===== config.mk =====
export PLATFORM = sky130hd
export DESIGN_NAME = fpu_top
export DESIGN_NICKNAME = d
export VERILOG_FILES = /design/src/verilog/fpu_pkg.sv /design/src/verilog/fpu_apb_regs.sv /design/src/verilog/fpu_arith.sv /design/src/verilog/fpu_exc.sv /design/src/verilog/fpu_norm.sv /design/src/verilog/fpu_top.sv /design/src/verilog/fpu_unpack.sv
export SDC_FILE = /design/constraint.sdc
export NUM_CORES = 2
export LEC_CHECK = 0
export BUFFER_PORTS_ARGS = -buffer_cell sky130_fd_sc_hd__buf_4
export CORE_MARGIN = 3
export CORE_UTILIZATION = 56
export CTS_CLUSTER_DIAMETER = 150
export DETAILED_ROUTE_END_ITERATION = 16
export GPL_ROUTABILITY_DRIVEN = 0
export GPL_TIMING_DRIVEN = 1
export MAX_ROUTING_LAYER = met4
export PLACE_DENSITY = 0.78
export REMOVE_ABC_BUFFERS = 1
export SLEW_MARGIN = 20
export SYNTH_ARGS = -nofsm -noshare
export SYNTH_HDL_FRONTEND = slang
export SYNTH_SLANG_ARGS = --single-unit

===== constraint.sdc =====
create_clock -name clk -period 15.7 [get_ports clk]
set_input_delay 2.355 -clock clk [delete_from_list [all_inputs] [get_ports clk]]
set_output_delay 2.355 -clock clk [all_outputs]
set_load 0.01 [all_outputs]

===== src/verilog/fpu_pkg.sv =====
// Shared definitions of the APB floating-point unit
// Opcode enum, register map, flag bit positions, float field widths

package fpu_pkg;

   // Opcodes written to the command register
   typedef enum logic [1:0]
   {
      OP_ADD = 2'd0,
      OP_SUB = 2'd1,
      OP_MUL = 2'd2
   } fp_op_e;

   //////////////////////////////
   // Register map, byte offsets
   //////////////////////////////
   localparam logic [31:0] REG_OPA    = 32'h00;
   localparam logic [31:0] REG_OPB    = 32'h04;
   localparam logic [31:0] REG_CMD    = 32'h08; // Write only
   localparam logic [31:0] REG_RESULT = 32'h0C; // Read only
   localparam logic [31:0] REG_FLAGS  = 32'h10; // Read only
   localparam logic [31:0] REG_STICKY = 32'h14; // Write clears

   // Bit positions in the 6-bit flag word
   localparam int FLG_IV   = 0;
   localparam int FLG_OF   = 1;
   localparam int FLG_UF   = 2;
   localparam int FLG_ZERO = 3;
   localparam int FLG_IX   = 4;
   localparam int FLG_INF  = 5;

   // Single precision fields
   localparam int EXP_W    = 8;
   localparam int MANT_W   = 23;
   localparam int EXP_BIAS = 127;

   localparam logic [31:0] QNAN = 32'h7FC0_0000; // Canonical quiet NaN

endpackage


===== src/verilog/fpu_apb_regs.sv =====
`timescale 1ns/1ps
// APB slave of the FPU
// Operand, command, result, flag and sticky flag registers
// Opcode check, in-flight count, read stall on status registers

module fpu_apb_regs #(
   parameter int ADDR_W = 8
) (
   input  logic              clk,
   input  logic              arst_n,
   input  logic              psel,
   input  logic              penable,
   input  logic              pwrite,
   input  logic [ADDR_W-1:0] paddr,
   input  logic [31:0]       pwdata,
   output logic [31:0]       prdata,
   output logic              pready,
   output logic              pslverr,
   input  logic              res_valid,
   input  logic [31:0]       res_word,
   input  logic [5:0]        res_flags,
   output logic              op_valid,
   output fpu_pkg::fp_op_e   op,
   output logic [31:0]       opa,
   output logic [31:0]       opb
);
   import fpu_pkg::*;

   logic [31:0] addr;
   logic        sel_opa;
   logic        sel_opb;
   logic        sel_cmd;
   logic        sel_res;
   logic        sel_flg;
   logic        sel_sty;
   logic        unmapped;
   logic        status_rd;
   logic        xfer;
   logic        wr;
   logic        cmd_ok;
   logic        cmd_go;
   logic [1:0]  inflight_q;  // At most two in flight
   logic [31:0] result_q;
   logic [5:0]  flags_q;
   logic [5:0]  sticky_q;

   //////////////////////////////
   // Address decode
   //////////////////////////////
   assign addr     = 32'(paddr);
   assign sel_opa  = (addr == REG_OPA);
   assign sel_opb  = (addr == REG_OPB);
   assign sel_cmd  = (addr == REG_CMD);
   assign sel_res  = (addr == REG_RESULT);
   assign sel_flg  = (addr == REG_FLAGS);
   assign sel_sty  = (addr == REG_STICKY);
   assign unmapped = ~(sel_opa | sel_opb | sel_cmd | sel_res | sel_flg | sel_sty);

   // Status reads wait for an empty pipeline
   assign status_rd = psel & penable & ~pwrite & (sel_res | sel_flg | sel_sty);
   assign pready    = ~(status_rd & (inflight_q != 2'd0));

   assign xfer   = psel & penable & pready;
   assign wr     = xfer & pwrite;
   assign cmd_ok = (pwdata <= 32'(OP_MUL));  // Codes 0..2 only
   assign cmd_go = wr & sel_cmd & cmd_ok;

   // Error in the completing cycle only
   assign pslverr = xfer & (unmapped
                            | (pwrite & (sel_res | sel_flg))
                            | (pwrite & sel_cmd & ~cmd_ok));

   always_comb
   begin
      prdata = '0;
      if (sel_opa)      prdata = opa;
      else if (sel_opb) prdata = opb;
      else if (sel_res) prdata = result_q;
      else if (sel_flg) prdata = 32'(flags_q);
      else if (sel_sty) prdata = 32'(sticky_q);
   end

   //////////////////////////////
   // Registers
   //////////////////////////////
   always_ff @(posedge clk or negedge arst_n)
   begin
      if (!arst_n)
      begin
         opa        <= '0;
         opb        <= '0;
         op         <= OP_ADD;
         op_valid   <= 1'b0;
         inflight_q <= '0;
         result_q   <= '0;
         flags_q    <= '0;
         sticky_q   <= '0;
      end
      else
      begin
         op_valid <= cmd_go;  // One-cycle start pulse
         if (wr & sel_opa) opa <= pwdata;
         if (wr & sel_opb) opb <= pwdata;
         if (cmd_go)       op  <= fp_op_e'(pwdata[1:0]);

         case ({cmd_go, res_valid})
            2'b10:   inflight_q <= inflight_q + 2'd1;
            2'b01:   inflight_q <= inflight_q - 2'd1;
            default: inflight_q <= inflight_q;
         endcase

         if (res_valid)
         begin
            result_q <= res_word;
            flags_q  <= res_flags;
         end
         // Clear wins, then the new flags join
         sticky_q <= ((wr & sel_sty) ? 6'd0 : sticky_q) | (res_valid ? res_flags : 6'd0);
      end
   end

endmodule


===== src/verilog/fpu_arith.sv =====
`timescale 1ns/1ps
// Pipeline stage 2 of the FPU
// Mantissa add/subtract with sign resolution, or 24x24 multiply
// Result mantissa has its hidden-bit weight at bit 46

module fpu_arith (
   input  logic            clk,
   input  logic            arst_n,
   input  logic            in_valid,
   input  fpu_pkg::fp_op_e in_op,
   input  logic            in_sign_a,
   input  logic            in_sign_b,
   input  logic            in_inf_a,
   input  logic            in_inf_b,
   input  logic            in_zero_a,
   input  logic            in_zero_b,
   input  logic [26:0]     mant_a,
   input  logic [26:0]     mant_b,
   input  logic [9:0]      in_exp_base,
   output logic            out_valid,
   output fpu_pkg::fp_op_e out_op,
   output logic            res_sign,
   output logic [47:0]     sum_mant,
   output logic [9:0]      exp_base,
   output logic            sign_a,
   output logic            sign_b,
   output logic            inf_a,
   output logic            inf_b,
   output logic            zero_a,
   output logic            zero_b
);
   import fpu_pkg::*;

   logic        eff_sub;
   logic        a_ge_b;
   logic [27:0] mag;
   logic [47:0] prod;
   logic [47:0] sum_nx;
   logic        sign_nx;

   always_comb
   begin
      eff_sub = in_sign_a ^ in_sign_b;
      a_ge_b  = (mant_a >= mant_b);
      prod    = mant_a[26:3] * mant_b[26:3];
      mag     = '0;
      if (!eff_sub)
         mag = {1'b0, mant_a} + {1'b0, mant_b};
      else if (a_ge_b)
         mag = {1'b0, mant_a} - {1'b0, mant_b};
      else
         mag = {1'b0, mant_b} - {1'b0, mant_a};

      if (in_op == OP_MUL)
      begin
         sum_nx  = prod;
         sign_nx = in_sign_a ^ in_sign_b;
      end
      else
      begin
         sum_nx = {mag, 20'd0};  // Align hidden bit to 46
         if (!eff_sub)
            sign_nx = in_sign_a;
         else if (mant_a == mant_b)
            sign_nx = in_sign_a & in_sign_b;  // x - x is +0
         else
            sign_nx = a_ge_b ? in_sign_a : in_sign_b;  // Larger magnitude
      end
   end

   always_ff @(posedge clk or negedge arst_n)
   begin
      if (!arst_n)
         out_valid <= 1'b0;
      else
         out_valid <= in_valid;
   end

   always_ff @(posedge clk)
   begin
      out_op   <= in_op;
      res_sign <= sign_nx;
      sum_mant <= sum_nx;
      exp_base <= in_exp_base;
      sign_a   <= in_sign_a;  // Class bits ride along
      sign_b   <= in_sign_b;
      inf_a    <= in_inf_a;
      inf_b    <= in_inf_b;
      zero_a   <= in_zero_a;
      zero_b   <= in_zero_b;
   end

endmodule


===== src/verilog/fpu_exc.sv =====
`timescale 1ns/1ps
// Pipeline stage 4 of the FPU, combinational
// Invalid and infinity detection, IEEE flags
// Final result word with forced NaN, infinity or zero

module fpu_exc (
   input  logic            in_valid,
   input  fpu_pkg::fp_op_e op,
   input  logic            res_sign,
   input  logic [23:0]     mant_norm,
   input  logic [7:0]      exp_res,
   input  logic            mant_rounded,
   input  logic            exp_of,
   input  logic            exp_uf,
   input  logic            sign_a,
   input  logic            sign_b,
   input  logic            inf_a,
   input  logic            inf_b,
   input  logic            zero_a,
   input  logic            zero_b,
   output logic            res_valid,
   output logic [31:0]     res_word,
   output logic [5:0]      res_flags
);
   import fpu_pkg::*;

   logic mant_zero;
   logic op_inf;
   logic iv;
   logic inf_res;
   logic of;
   logic uf;
   logic zero;
   logic ix;
   logic inf_sign;

   assign mant_zero = (mant_norm == '0);
   assign op_inf    = inf_a | inf_b;  // Arithmetic path meaningless then

   //////////////////////////////
   // Invalid and infinite results
   //////////////////////////////
   always_comb
   begin
      if (op == OP_MUL)
      begin
         iv       = (inf_a & zero_b) | (inf_b & zero_a);  // Inf times zero
         inf_res  = (inf_a & ~zero_b) | (inf_b & ~zero_a);
         inf_sign = res_sign;
      end
      else
      begin
         iv       = inf_a & inf_b & (sign_a ^ sign_b);  // Sub already folded in sign_b
         inf_res  = (inf_a ^ inf_b) | (inf_a & inf_b & ~(sign_a ^ sign_b));
         inf_sign = inf_a ? sign_a : sign_b;
      end
   end

   // Flags
   assign of   = exp_of & ~mant_zero & ~op_inf;
   assign uf   = exp_uf & mant_rounded & ~op_inf;
   assign ix   = (mant_rounded & ~op_inf) | of;
   assign zero = (mant_zero | uf) & ~iv & ~inf_res;

   assign res_valid = in_valid;

   always_comb
   begin
      res_flags           = '0;
      res_flags[FLG_IV]   = iv;
      res_flags[FLG_OF]   = of;
      res_flags[FLG_UF]   = uf;
      res_flags[FLG_ZERO] = zero;
      res_flags[FLG_IX]   = ix;
      res_flags[FLG_INF]  = inf_res | of;

      if (iv)
         res_word = QNAN;
      else if (inf_res)
         res_word = {inf_sign, {EXP_W{1'b1}}, {MANT_W{1'b0}}};
      else if (of)
         res_word = {res_sign, {EXP_W{1'b1}}, {MANT_W{1'b0}}};
      else if (zero)
         res_word = {res_sign, 31'd0};  // Signed zero
      else
         res_word = {res_sign, exp_res, mant_norm[MANT_W-1:0]};
   end

endmodule


===== src/verilog/fpu_norm.sv =====
`timescale 1ns/1ps
// Pipeline stage 3 of the FPU
// Leading-one normalization, round to nearest even
// Exponent overflow and underflow detection

module fpu_norm (
   input  logic            clk,
   input  logic            arst_n,
   input  logic            in_valid,
   input  fpu_pkg::fp_op_e in_op,
   input  logic            in_res_sign,
   input  logic [47:0]     sum_mant,
   input  logic [9:0]      in_exp_base,
   input  logic            in_sign_a,
   input  logic            in_sign_b,
   input  logic            in_inf_a,
   input  logic            in_inf_b,
   input  logic            in_zero_a,
   input  logic            in_zero_b,
   output logic            out_valid,
   output fpu_pkg::fp_op_e out_op,
   output logic            res_sign,
   output logic [23:0]     mant_norm,
   output logic [7:0]      exp_res,
   output logic            mant_rounded,
   output logic            exp_of,
   output logic            exp_uf,
   output logic            sign_a,
   output logic            sign_b,
   output logic            inf_a,
   output logic            inf_b,
   output logic            zero_a,
   output logic            zero_b
);
   logic [5:0]        lz;
   logic              is_zero;
   logic [47:0]       m_sh;
   logic              guard;
   logic              sticky;
   logic [24:0]       m_rnd;
   logic signed [9:0] e_pre;
   logic signed [9:0] e_fin;
   logic              of_nx;
   logic              uf_nx;

   // Leading zero count, 48 when empty
   function automatic logic [5:0] lzc48(input logic [47:0] v);
      lzc48 = 6'd48;
      for (int i = 0; i < 48; i++)
         if (v[i])
            lzc48 = 6'(47 - i);
   endfunction

   //////////////////////////////
   // Normalize and round
   //////////////////////////////
   always_comb
   begin
      lz      = lzc48(sum_mant);
      is_zero = (sum_mant == '0);
      m_sh    = sum_mant << lz;  // Leading one to bit 47
      guard   = m_sh[23];
      sticky  = |m_sh[22:0];
      // Round up on more than half, or exact half with odd lsb
      m_rnd   = {1'b0, m_sh[47:24]} + 25'(guard & (sticky | m_sh[24]));
      e_pre   = $signed(in_exp_base) + 10'sd1 - $signed({4'd0, lz});
      e_fin   = e_pre + $signed({9'd0, m_rnd[24]});  // Round carry
      of_nx   = ~is_zero & (e_fin > 10'sd254);
      uf_nx   = ~is_zero & (e_fin < 10'sd1);
   end

   always_ff @(posedge clk or negedge arst_n)
   begin
      if (!arst_n)
         out_valid <= 1'b0;
      else
         out_valid <= in_valid;
   end

   always_ff @(posedge clk)
   begin
      out_op       <= in_op;
      res_sign     <= in_res_sign;
      mant_norm    <= m_rnd[24] ? m_rnd[24:1] : m_rnd[23:0];
      exp_res      <= is_zero ? 8'd0 : e_fin[7:0];
      mant_rounded <= guard | sticky | uf_nx;  // Flush drops everything
      exp_of       <= of_nx;
      exp_uf       <= uf_nx;
      sign_a       <= in_sign_a;
      sign_b       <= in_sign_b;
      inf_a        <= in_inf_a;
      inf_b        <= in_inf_b;
      zero_a       <= in_zero_a;
      zero_b       <= in_zero_b;
   end

endmodule


===== src/verilog/fpu_top.sv =====
`timescale 1ns/1ps
// Top level of the APB floating-point unit
// APB register block followed by the four pipeline stages

module fpu_top #(
   parameter int ADDR_W = 8
) (
   input  logic              clk,
   input  logic              arst_n,
   input  logic              psel,
   input  logic              penable,
   input  logic              pwrite,
   input  logic [ADDR_W-1:0] paddr,
   input  logic [31:0]       pwdata,
   output logic [31:0]       prdata,
   output logic              pready,
   output logic              pslverr
);
   import fpu_pkg::*;

   // Register block to stage 1
   logic        op_valid;
   fp_op_e      op;
   logic [31:0] opa;
   logic [31:0] opb;

   // Stage 1 to stage 2
   logic        s1_valid;
   fp_op_e      s1_op;
   logic        s1_sign_a, s1_sign_b, s1_inf_a, s1_inf_b, s1_zero_a, s1_zero_b;
   logic [26:0] s1_mant_a;
   logic [26:0] s1_mant_b;
   logic [9:0]  s1_exp;

   // Stage 2 to stage 3
   logic        s2_valid;
   fp_op_e      s2_op;
   logic        s2_res_sign;
   logic [47:0] s2_mant;
   logic [9:0]  s2_exp;
   logic        s2_sign_a, s2_sign_b, s2_inf_a, s2_inf_b, s2_zero_a, s2_zero_b;

   // Stage 3 to stage 4
   logic        s3_valid;
   fp_op_e      s3_op;
   logic        s3_res_sign;
   logic [23:0] s3_mant;
   logic [7:0]  s3_exp;
   logic        s3_rounded, s3_of, s3_uf;
   logic        s3_sign_a, s3_sign_b, s3_inf_a, s3_inf_b, s3_zero_a, s3_zero_b;

   // Stage 4 back to the register block
   logic        res_valid;
   logic [31:0] res_word;
   logic [5:0]  res_flags;

   fpu_apb_regs #(.ADDR_W(ADDR_W)) u_regs (
      .clk(clk), .arst_n(arst_n),
      .psel(psel), .penable(penable), .pwrite(pwrite), .paddr(paddr), .pwdata(pwdata),
      .prdata(prdata), .pready(pready), .pslverr(pslverr),
      .res_valid(res_valid), .res_word(res_word), .res_flags(res_flags),
      .op_valid(op_valid), .op(op), .opa(opa), .opb(opb)
   );

   fpu_unpack u_unpack (
      .clk(clk), .arst_n(arst_n),
      .in_valid(op_valid), .in_op(op), .opa(opa), .opb(opb),
      .out_valid(s1_valid), .out_op(s1_op), .sign_a(s1_sign_a), .sign_b(s1_sign_b),
      .inf_a(s1_inf_a), .inf_b(s1_inf_b), .zero_a(s1_zero_a), .zero_b(s1_zero_b),
      .mant_a(s1_mant_a), .mant_b(s1_mant_b), .exp_base(s1_exp)
   );

   fpu_arith u_arith (
      .clk(clk), .arst_n(arst_n),
      .in_valid(s1_valid), .in_op(s1_op), .in_sign_a(s1_sign_a), .in_sign_b(s1_sign_b),
      .in_inf_a(s1_inf_a), .in_inf_b(s1_inf_b), .in_zero_a(s1_zero_a), .in_zero_b(s1_zero_b),
      .mant_a(s1_mant_a), .mant_b(s1_mant_b), .in_exp_base(s1_exp),
      .out_valid(s2_valid), .out_op(s2_op), .res_sign(s2_res_sign),
      .sum_mant(s2_mant), .exp_base(s2_exp), .sign_a(s2_sign_a), .sign_b(s2_sign_b),
      .inf_a(s2_inf_a), .inf_b(s2_inf_b), .zero_a(s2_zero_a), .zero_b(s2_zero_b)
   );

   fpu_norm u_norm (
      .clk(clk), .arst_n(arst_n),
      .in_valid(s2_valid), .in_op(s2_op), .in_res_sign(s2_res_sign),
      .sum_mant(s2_mant), .in_exp_base(s2_exp),
      .in_sign_a(s2_sign_a), .in_sign_b(s2_sign_b), .in_inf_a(s2_inf_a), .in_inf_b(s2_inf_b),
      .in_zero_a(s2_zero_a), .in_zero_b(s2_zero_b),
      .out_valid(s3_valid), .out_op(s3_op), .res_sign(s3_res_sign),
      .mant_norm(s3_mant), .exp_res(s3_exp), .mant_rounded(s3_rounded),
      .exp_of(s3_of), .exp_uf(s3_uf), .sign_a(s3_sign_a), .sign_b(s3_sign_b),
      .inf_a(s3_inf_a), .inf_b(s3_inf_b), .zero_a(s3_zero_a), .zero_b(s3_zero_b)
   );

   fpu_exc u_exc (
      .in_valid(s3_valid), .op(s3_op), .res_sign(s3_res_sign),
      .mant_norm(s3_mant), .exp_res(s3_exp), .mant_rounded(s3_rounded),
      .exp_of(s3_of), .exp_uf(s3_uf), .sign_a(s3_sign_a), .sign_b(s3_sign_b),
      .inf_a(s3_inf_a), .inf_b(s3_inf_b), .zero_a(s3_zero_a), .zero_b(s3_zero_b),
      .res_valid(res_valid), .res_word(res_word), .res_flags(res_flags)
   );

endmodule


===== src/verilog/fpu_unpack.sv =====
`timescale 1ns/1ps
// Pipeline stage 1 of the FPU
// Field split, operand class, denormal flush
// Exponent alignment for add/sub, exponent sum for mul

module fpu_unpack (
   input  logic            clk,
   input  logic            arst_n,
   input  logic            in_valid,
   input  fpu_pkg::fp_op_e in_op,
   input  logic [31:0]     opa,
   input  logic [31:0]     opb,
   output logic            out_valid,
   output fpu_pkg::fp_op_e out_op,
   output logic            sign_a,
   output logic            sign_b,
   output logic            inf_a,
   output logic            inf_b,
   output logic            zero_a,
   output logic            zero_b,
   output logic [26:0]     mant_a,
   output logic [26:0]     mant_b,
   output logic [9:0]      exp_base
);
   import fpu_pkg::*;

   logic [EXP_W-1:0] ea;
   logic [EXP_W-1:0] eb;
   logic             za;
   logic             zb;
   logic [26:0]      ma_raw;
   logic [26:0]      mb_raw;
   logic             a_big;
   logic [EXP_W-1:0] ediff;
   logic [9:0]       exp_nx;

   // Right shift keeping guard, round and a sticky lsb
   function automatic logic [26:0] align(input logic [26:0] m, input logic [EXP_W-1:0] sh);
      logic [53:0] ext;
      ext   = {m, 27'd0} >> ((sh > 8'd27) ? 8'd27 : sh);
      align = {ext[53:28], |ext[27:0]};
   endfunction

   assign ea = opa[30:23];
   assign eb = opb[30:23];
   assign za = (ea == '0);  // Denormals flushed
   assign zb = (eb == '0);

   // Hidden bit on top, three extra bits below
   assign ma_raw = za ? 27'd0 : {1'b1, opa[MANT_W-1:0], 3'b000};
   assign mb_raw = zb ? 27'd0 : {1'b1, opb[MANT_W-1:0], 3'b000};

   assign a_big  = (ea >= eb);
   assign ediff  = a_big ? (ea - eb) : (eb - ea);
   assign exp_nx = (in_op == OP_MUL) ? (10'(ea) + 10'(eb) - 10'(EXP_BIAS))
                                     : 10'(a_big ? ea : eb);

   always_ff @(posedge clk or negedge arst_n)
   begin
      if (!arst_n)
         out_valid <= 1'b0;
      else
         out_valid <= in_valid;
   end

   // Payload
   always_ff @(posedge clk)
   begin
      out_op   <= in_op;
      sign_a   <= opa[31];
      sign_b   <= opb[31] ^ (in_op == OP_SUB);  // Sub becomes add
      inf_a    <= (ea == '1);
      inf_b    <= (eb == '1);
      zero_a   <= za;
      zero_b   <= zb;
      exp_base <= exp_nx;
      if (in_op == OP_MUL)
      begin
         mant_a <= ma_raw;  // No alignment for mul
         mant_b <= mb_raw;
      end
      else
      begin
         mant_a <= a_big ? ma_raw : align(ma_raw, ediff);
         mant_b <= a_big ? align(mb_raw, ediff) : mb_raw;
      end
   end

endmodule

==> metrics.md <==
| Metric | Value |
|---|---|
| Req. time, crit path | `16.14 ns` |
| Die Ht | `279 um` |
| Clock Tree Buf Depth | `3` |
| Final Skew | `0.0401 ns` |
| H-tree levels | `2` |
| Peak supply drop | `0.0000912 V` |
| FFs w/ async S/R, synth | `38.8%` |
| Final core occ | `60.1%` |
| CP Data Arrival Time | `9.56 ns` |
| Worst r2r dst | `u_arith.sum_mant[47]$_DFF_P_` |
| Crit path kind | `flop to flop` |
| Core Area | `0.0733 sq mm` |
| Sequential-to-total area share from yosys stat | `15.8%` |
| Vias in the first global route | `38.3k` |
| Crit path max fanout | `23` |
| Post-layout nets | `5,858` |
| Wire per inst | `23.9 um` |
| Pwr Density | `77.0 mW/mm^2` |
| Largest net degree at the start of global routing | `82` |
| RSZ-0062 raised after global routing | `no` |
| Wirelength, routed | `144 mm` |
| Reg2reg start | `u_unpack.mant_b[4]$_DFF_P_` |
| Hold_buf cts | `0` |
| GRT Residual Overflow | `0` |
| Dpl hpwl | `110 mm` |
| Commonest non-fill, non-tap cell in the layout | `inv_1` |
| PortBufs | `78` |
| Most frequent CP cell | `fa_1` |
| Worst path buffer plus inverter count | `5` |
| Routed Antenna Nets | `0` |
| Unique masters post-synth | `114` |
| Post-synth EDFFs | `0` |
| First-pass GRT wire length | `222 mm` |
| Worst-Skew Late Latency | `0.57 ns` |
| Post-CTS sizing | `0` |
| Gr usage total | `37.5%` |
| Fmax achieved | `110 MHz` |
| Num CTS Buffers | `34` |
| CP Launch Type | `flop` |
| Total power | `3.39 mW` |
| Starting Density | `56.8%` |
| Cell depth of the worst flop-to-flop path | `28` |
| HP Class | `flop to flop` |
| DIE WIDTH | `279 um` |
| Crit. End Element | `flop` |
| Delay-heaviest family, CP | `adder cells` |
| Ports | `79` |
| Reg-to-reg slack, setup | `6.59 ns` |
| Mapped Cells | `5,138` |
| Setup TNS | `0 ns` |
| Via-per-instance ratio | `6.57` |
| Drt drc | `0` |
| DRT iter0 DRCs | `6,227` |
| Final Slew Violations | `0` |
| MaxCap Viol Count | `0` |
| Critical-path top delay cell | `inv_1` |
| Rows | `99` |
| Drt first pass iters | `9` |
| Share of cells above drive strength 1 | `6.91%` |
| Worst slew margin relative to its limit | `25.6%` |
| Worst-Margin Slew | `1.11 ns` |
| Yosys warns | `0` |
| Setup-failing EPs final | `0` |
| Layout area overhead | `5.79%` |
| Worst Hold Depth | `0` |
| Post-synth design cell area | `0.0417 sq mm` |
| Worst Hold End | `u_norm.inf_b$_DFF_P_` |
| Most frequent cells in the layout | `inv_1, nand2_1, nor2_1, fa_1, a21oi_1` |
| Avg Cell Area, Syn | `8.11 sq um` |
| Seq cells post-synth | `299` |
| Post CTS Setup Buffer Count | `0` |
| Vias | `39.5k` |
| TritonCTS clock tree | `built` |
| Post-route clock period utilization | `58.1%` |
| Lkg Pwr | `20.0 nW` |
| Die area | `0.0777 sq mm` |
| Fin. Hold Viols | `0` |
| Tmin final | `9.11 ns` |
| Worst-path clk slew | `0.06 ns` |
| Min-Delay Startpoint | `u_arith.inf_b$_DFF_P_` |
| Initial antenna violation count | `7` |
| Clock Tree Root | `clkbuf_16` |
| Status | `complete, no violations` |
| Clk sinks | `299` |
| Critical path's largest stage delay | `0.59 ns` |
| Dominant synthesized flop cell | `dfxtp_1` |
synthesized netlist by cell type (41+ instances only):
cell	number	area share (%)
a211oi_1	49	0.88
fa_1	490	24
o21bai_1	47	0.85
inv_1	687	6.2
a21o_1	49	0.88
buf_2	53	0.64
nor3_1	67	0.80
nand3_1	74	0.89
a21oi_1	303	3.6
a31oi_1	50	0.75
nor4_1	43	0.65
dfxtp_1	183	8.8
mux2i_1	98	2.4
nor2_1	511	4.6
mux2_2	69	1.9
clkbuf_1	210	1.9
dfrtp_1	116	7.0
o21ai_0	240	2.9
ha_1	297	8.9
nand2_1	676	6.1
o22ai_1	41	0.62
xnor2_1	68	1.4
final cells by class:
class | instances | area (sq um)
Sequential cell | 299 | 6570
Multi-Input combinational cell | 3827 | 31200
Timing Repair Buffer | 158 | 1200
Fill cell | 6388 | 29300
Inverter | 706 | 2650
Clock inverter | 12 | 216
Antenna cell | 7 | 17.5
Clock buffer | 50 | 1000
Tap cell | 959 | 1200
how the worst max path moves through the flow:
stage          slack, ns                            to                    startpoint  depth (start not counted)
2_1_floorplan       5.88   u_norm.mant_rounded$_DFF_P_  u_arith.sum_mant[45]$_DFF_P_                         28
3_3_place_gp        6.90  u_arith.sum_mant[47]$_DFF_P_    u_unpack.mant_b[4]$_DFF_P_                         28
3_5_place_dp        6.71  u_arith.sum_mant[47]$_DFF_P_    u_unpack.mant_b[4]$_DFF_P_                         28
4_1_cts             6.73  u_arith.sum_mant[47]$_DFF_P_    u_unpack.mant_b[4]$_DFF_P_                         28
5_1_grt             6.13  u_arith.sum_mant[47]$_DFF_P_    u_unpack.mant_b[4]$_DFF_P_                         28
6_report            6.59  u_arith.sum_mant[47]$_DFF_P_    u_unpack.mant_b[4]$_DFF_P_                         28
report_power, final:
| group | total (mW) | internal [mW] | switching (mW) | leakage, nW |
|---|---|---|---|---|
| sequential | 0.900 | 0.827 | 0.0733 | 2.98 |
| combinational | 1.63 | 0.552 | 1.08 | 16.4 |
| clock | 0.865 | 0.517 | 0.347 | 0.587 |
cell families after synthesis:
kind of cell / Yosys count / synth area share (%)
AOI/OAI and AO/OA: 1170 / 18.8
and+or+nand+nor: 1590 / 16.8
xor gates and xnor gates: 108 / 2.27
buffers and inverters: 1012 / 9.47
muxes: 172 / 4.44
adders and majority gates: 787 / 32.5
DFF: 299 / 15.8
layer usage:
metal | wire [um] | vias to the layer above | track usage (%)
li1 | - | 17000 | -
met1 | 53300 | 18600 | 48.7
met2 | 58800 | 3094 | 52.8
met3 | 21100 | 749 | 11.3
met4 | 10400 | 0 | 19.9
met5 | 0 | - | -
stage by stage:
step | cells | setup slack, ns | hold WS, ns | cell area (sq um)
detailed placement | 5948 | 6.71 | 0.312 | 42800
CTS | 6010 | 6.73 | 0.326 | 44000
global placement | 5948 | 6.90 | 0.311 | 42800
global route | 6017 | 6.13 | 0.328 | 44100
floorplan | 4832 | 5.88 | 0.310 | 40400
finish | 6018 | 6.59 | 0.317 | 44100
registers in the layout, indices dropped and copies added, names as in the netlist, 6 cells and up:
register           cells
u_regs.sticky_q        6
u_regs.opa            32
u_norm.mant_norm      24
u_regs.opb            32
u_regs.flags_q         6
u_arith.exp_base      10
u_unpack.exp_base     10
u_unpack.mant_a       27
u_norm.exp_res         8
u_arith.sum_mant      48
u_regs.result_q       32
u_unpack.mant_b       27
(Power assumes the default switching activity.)
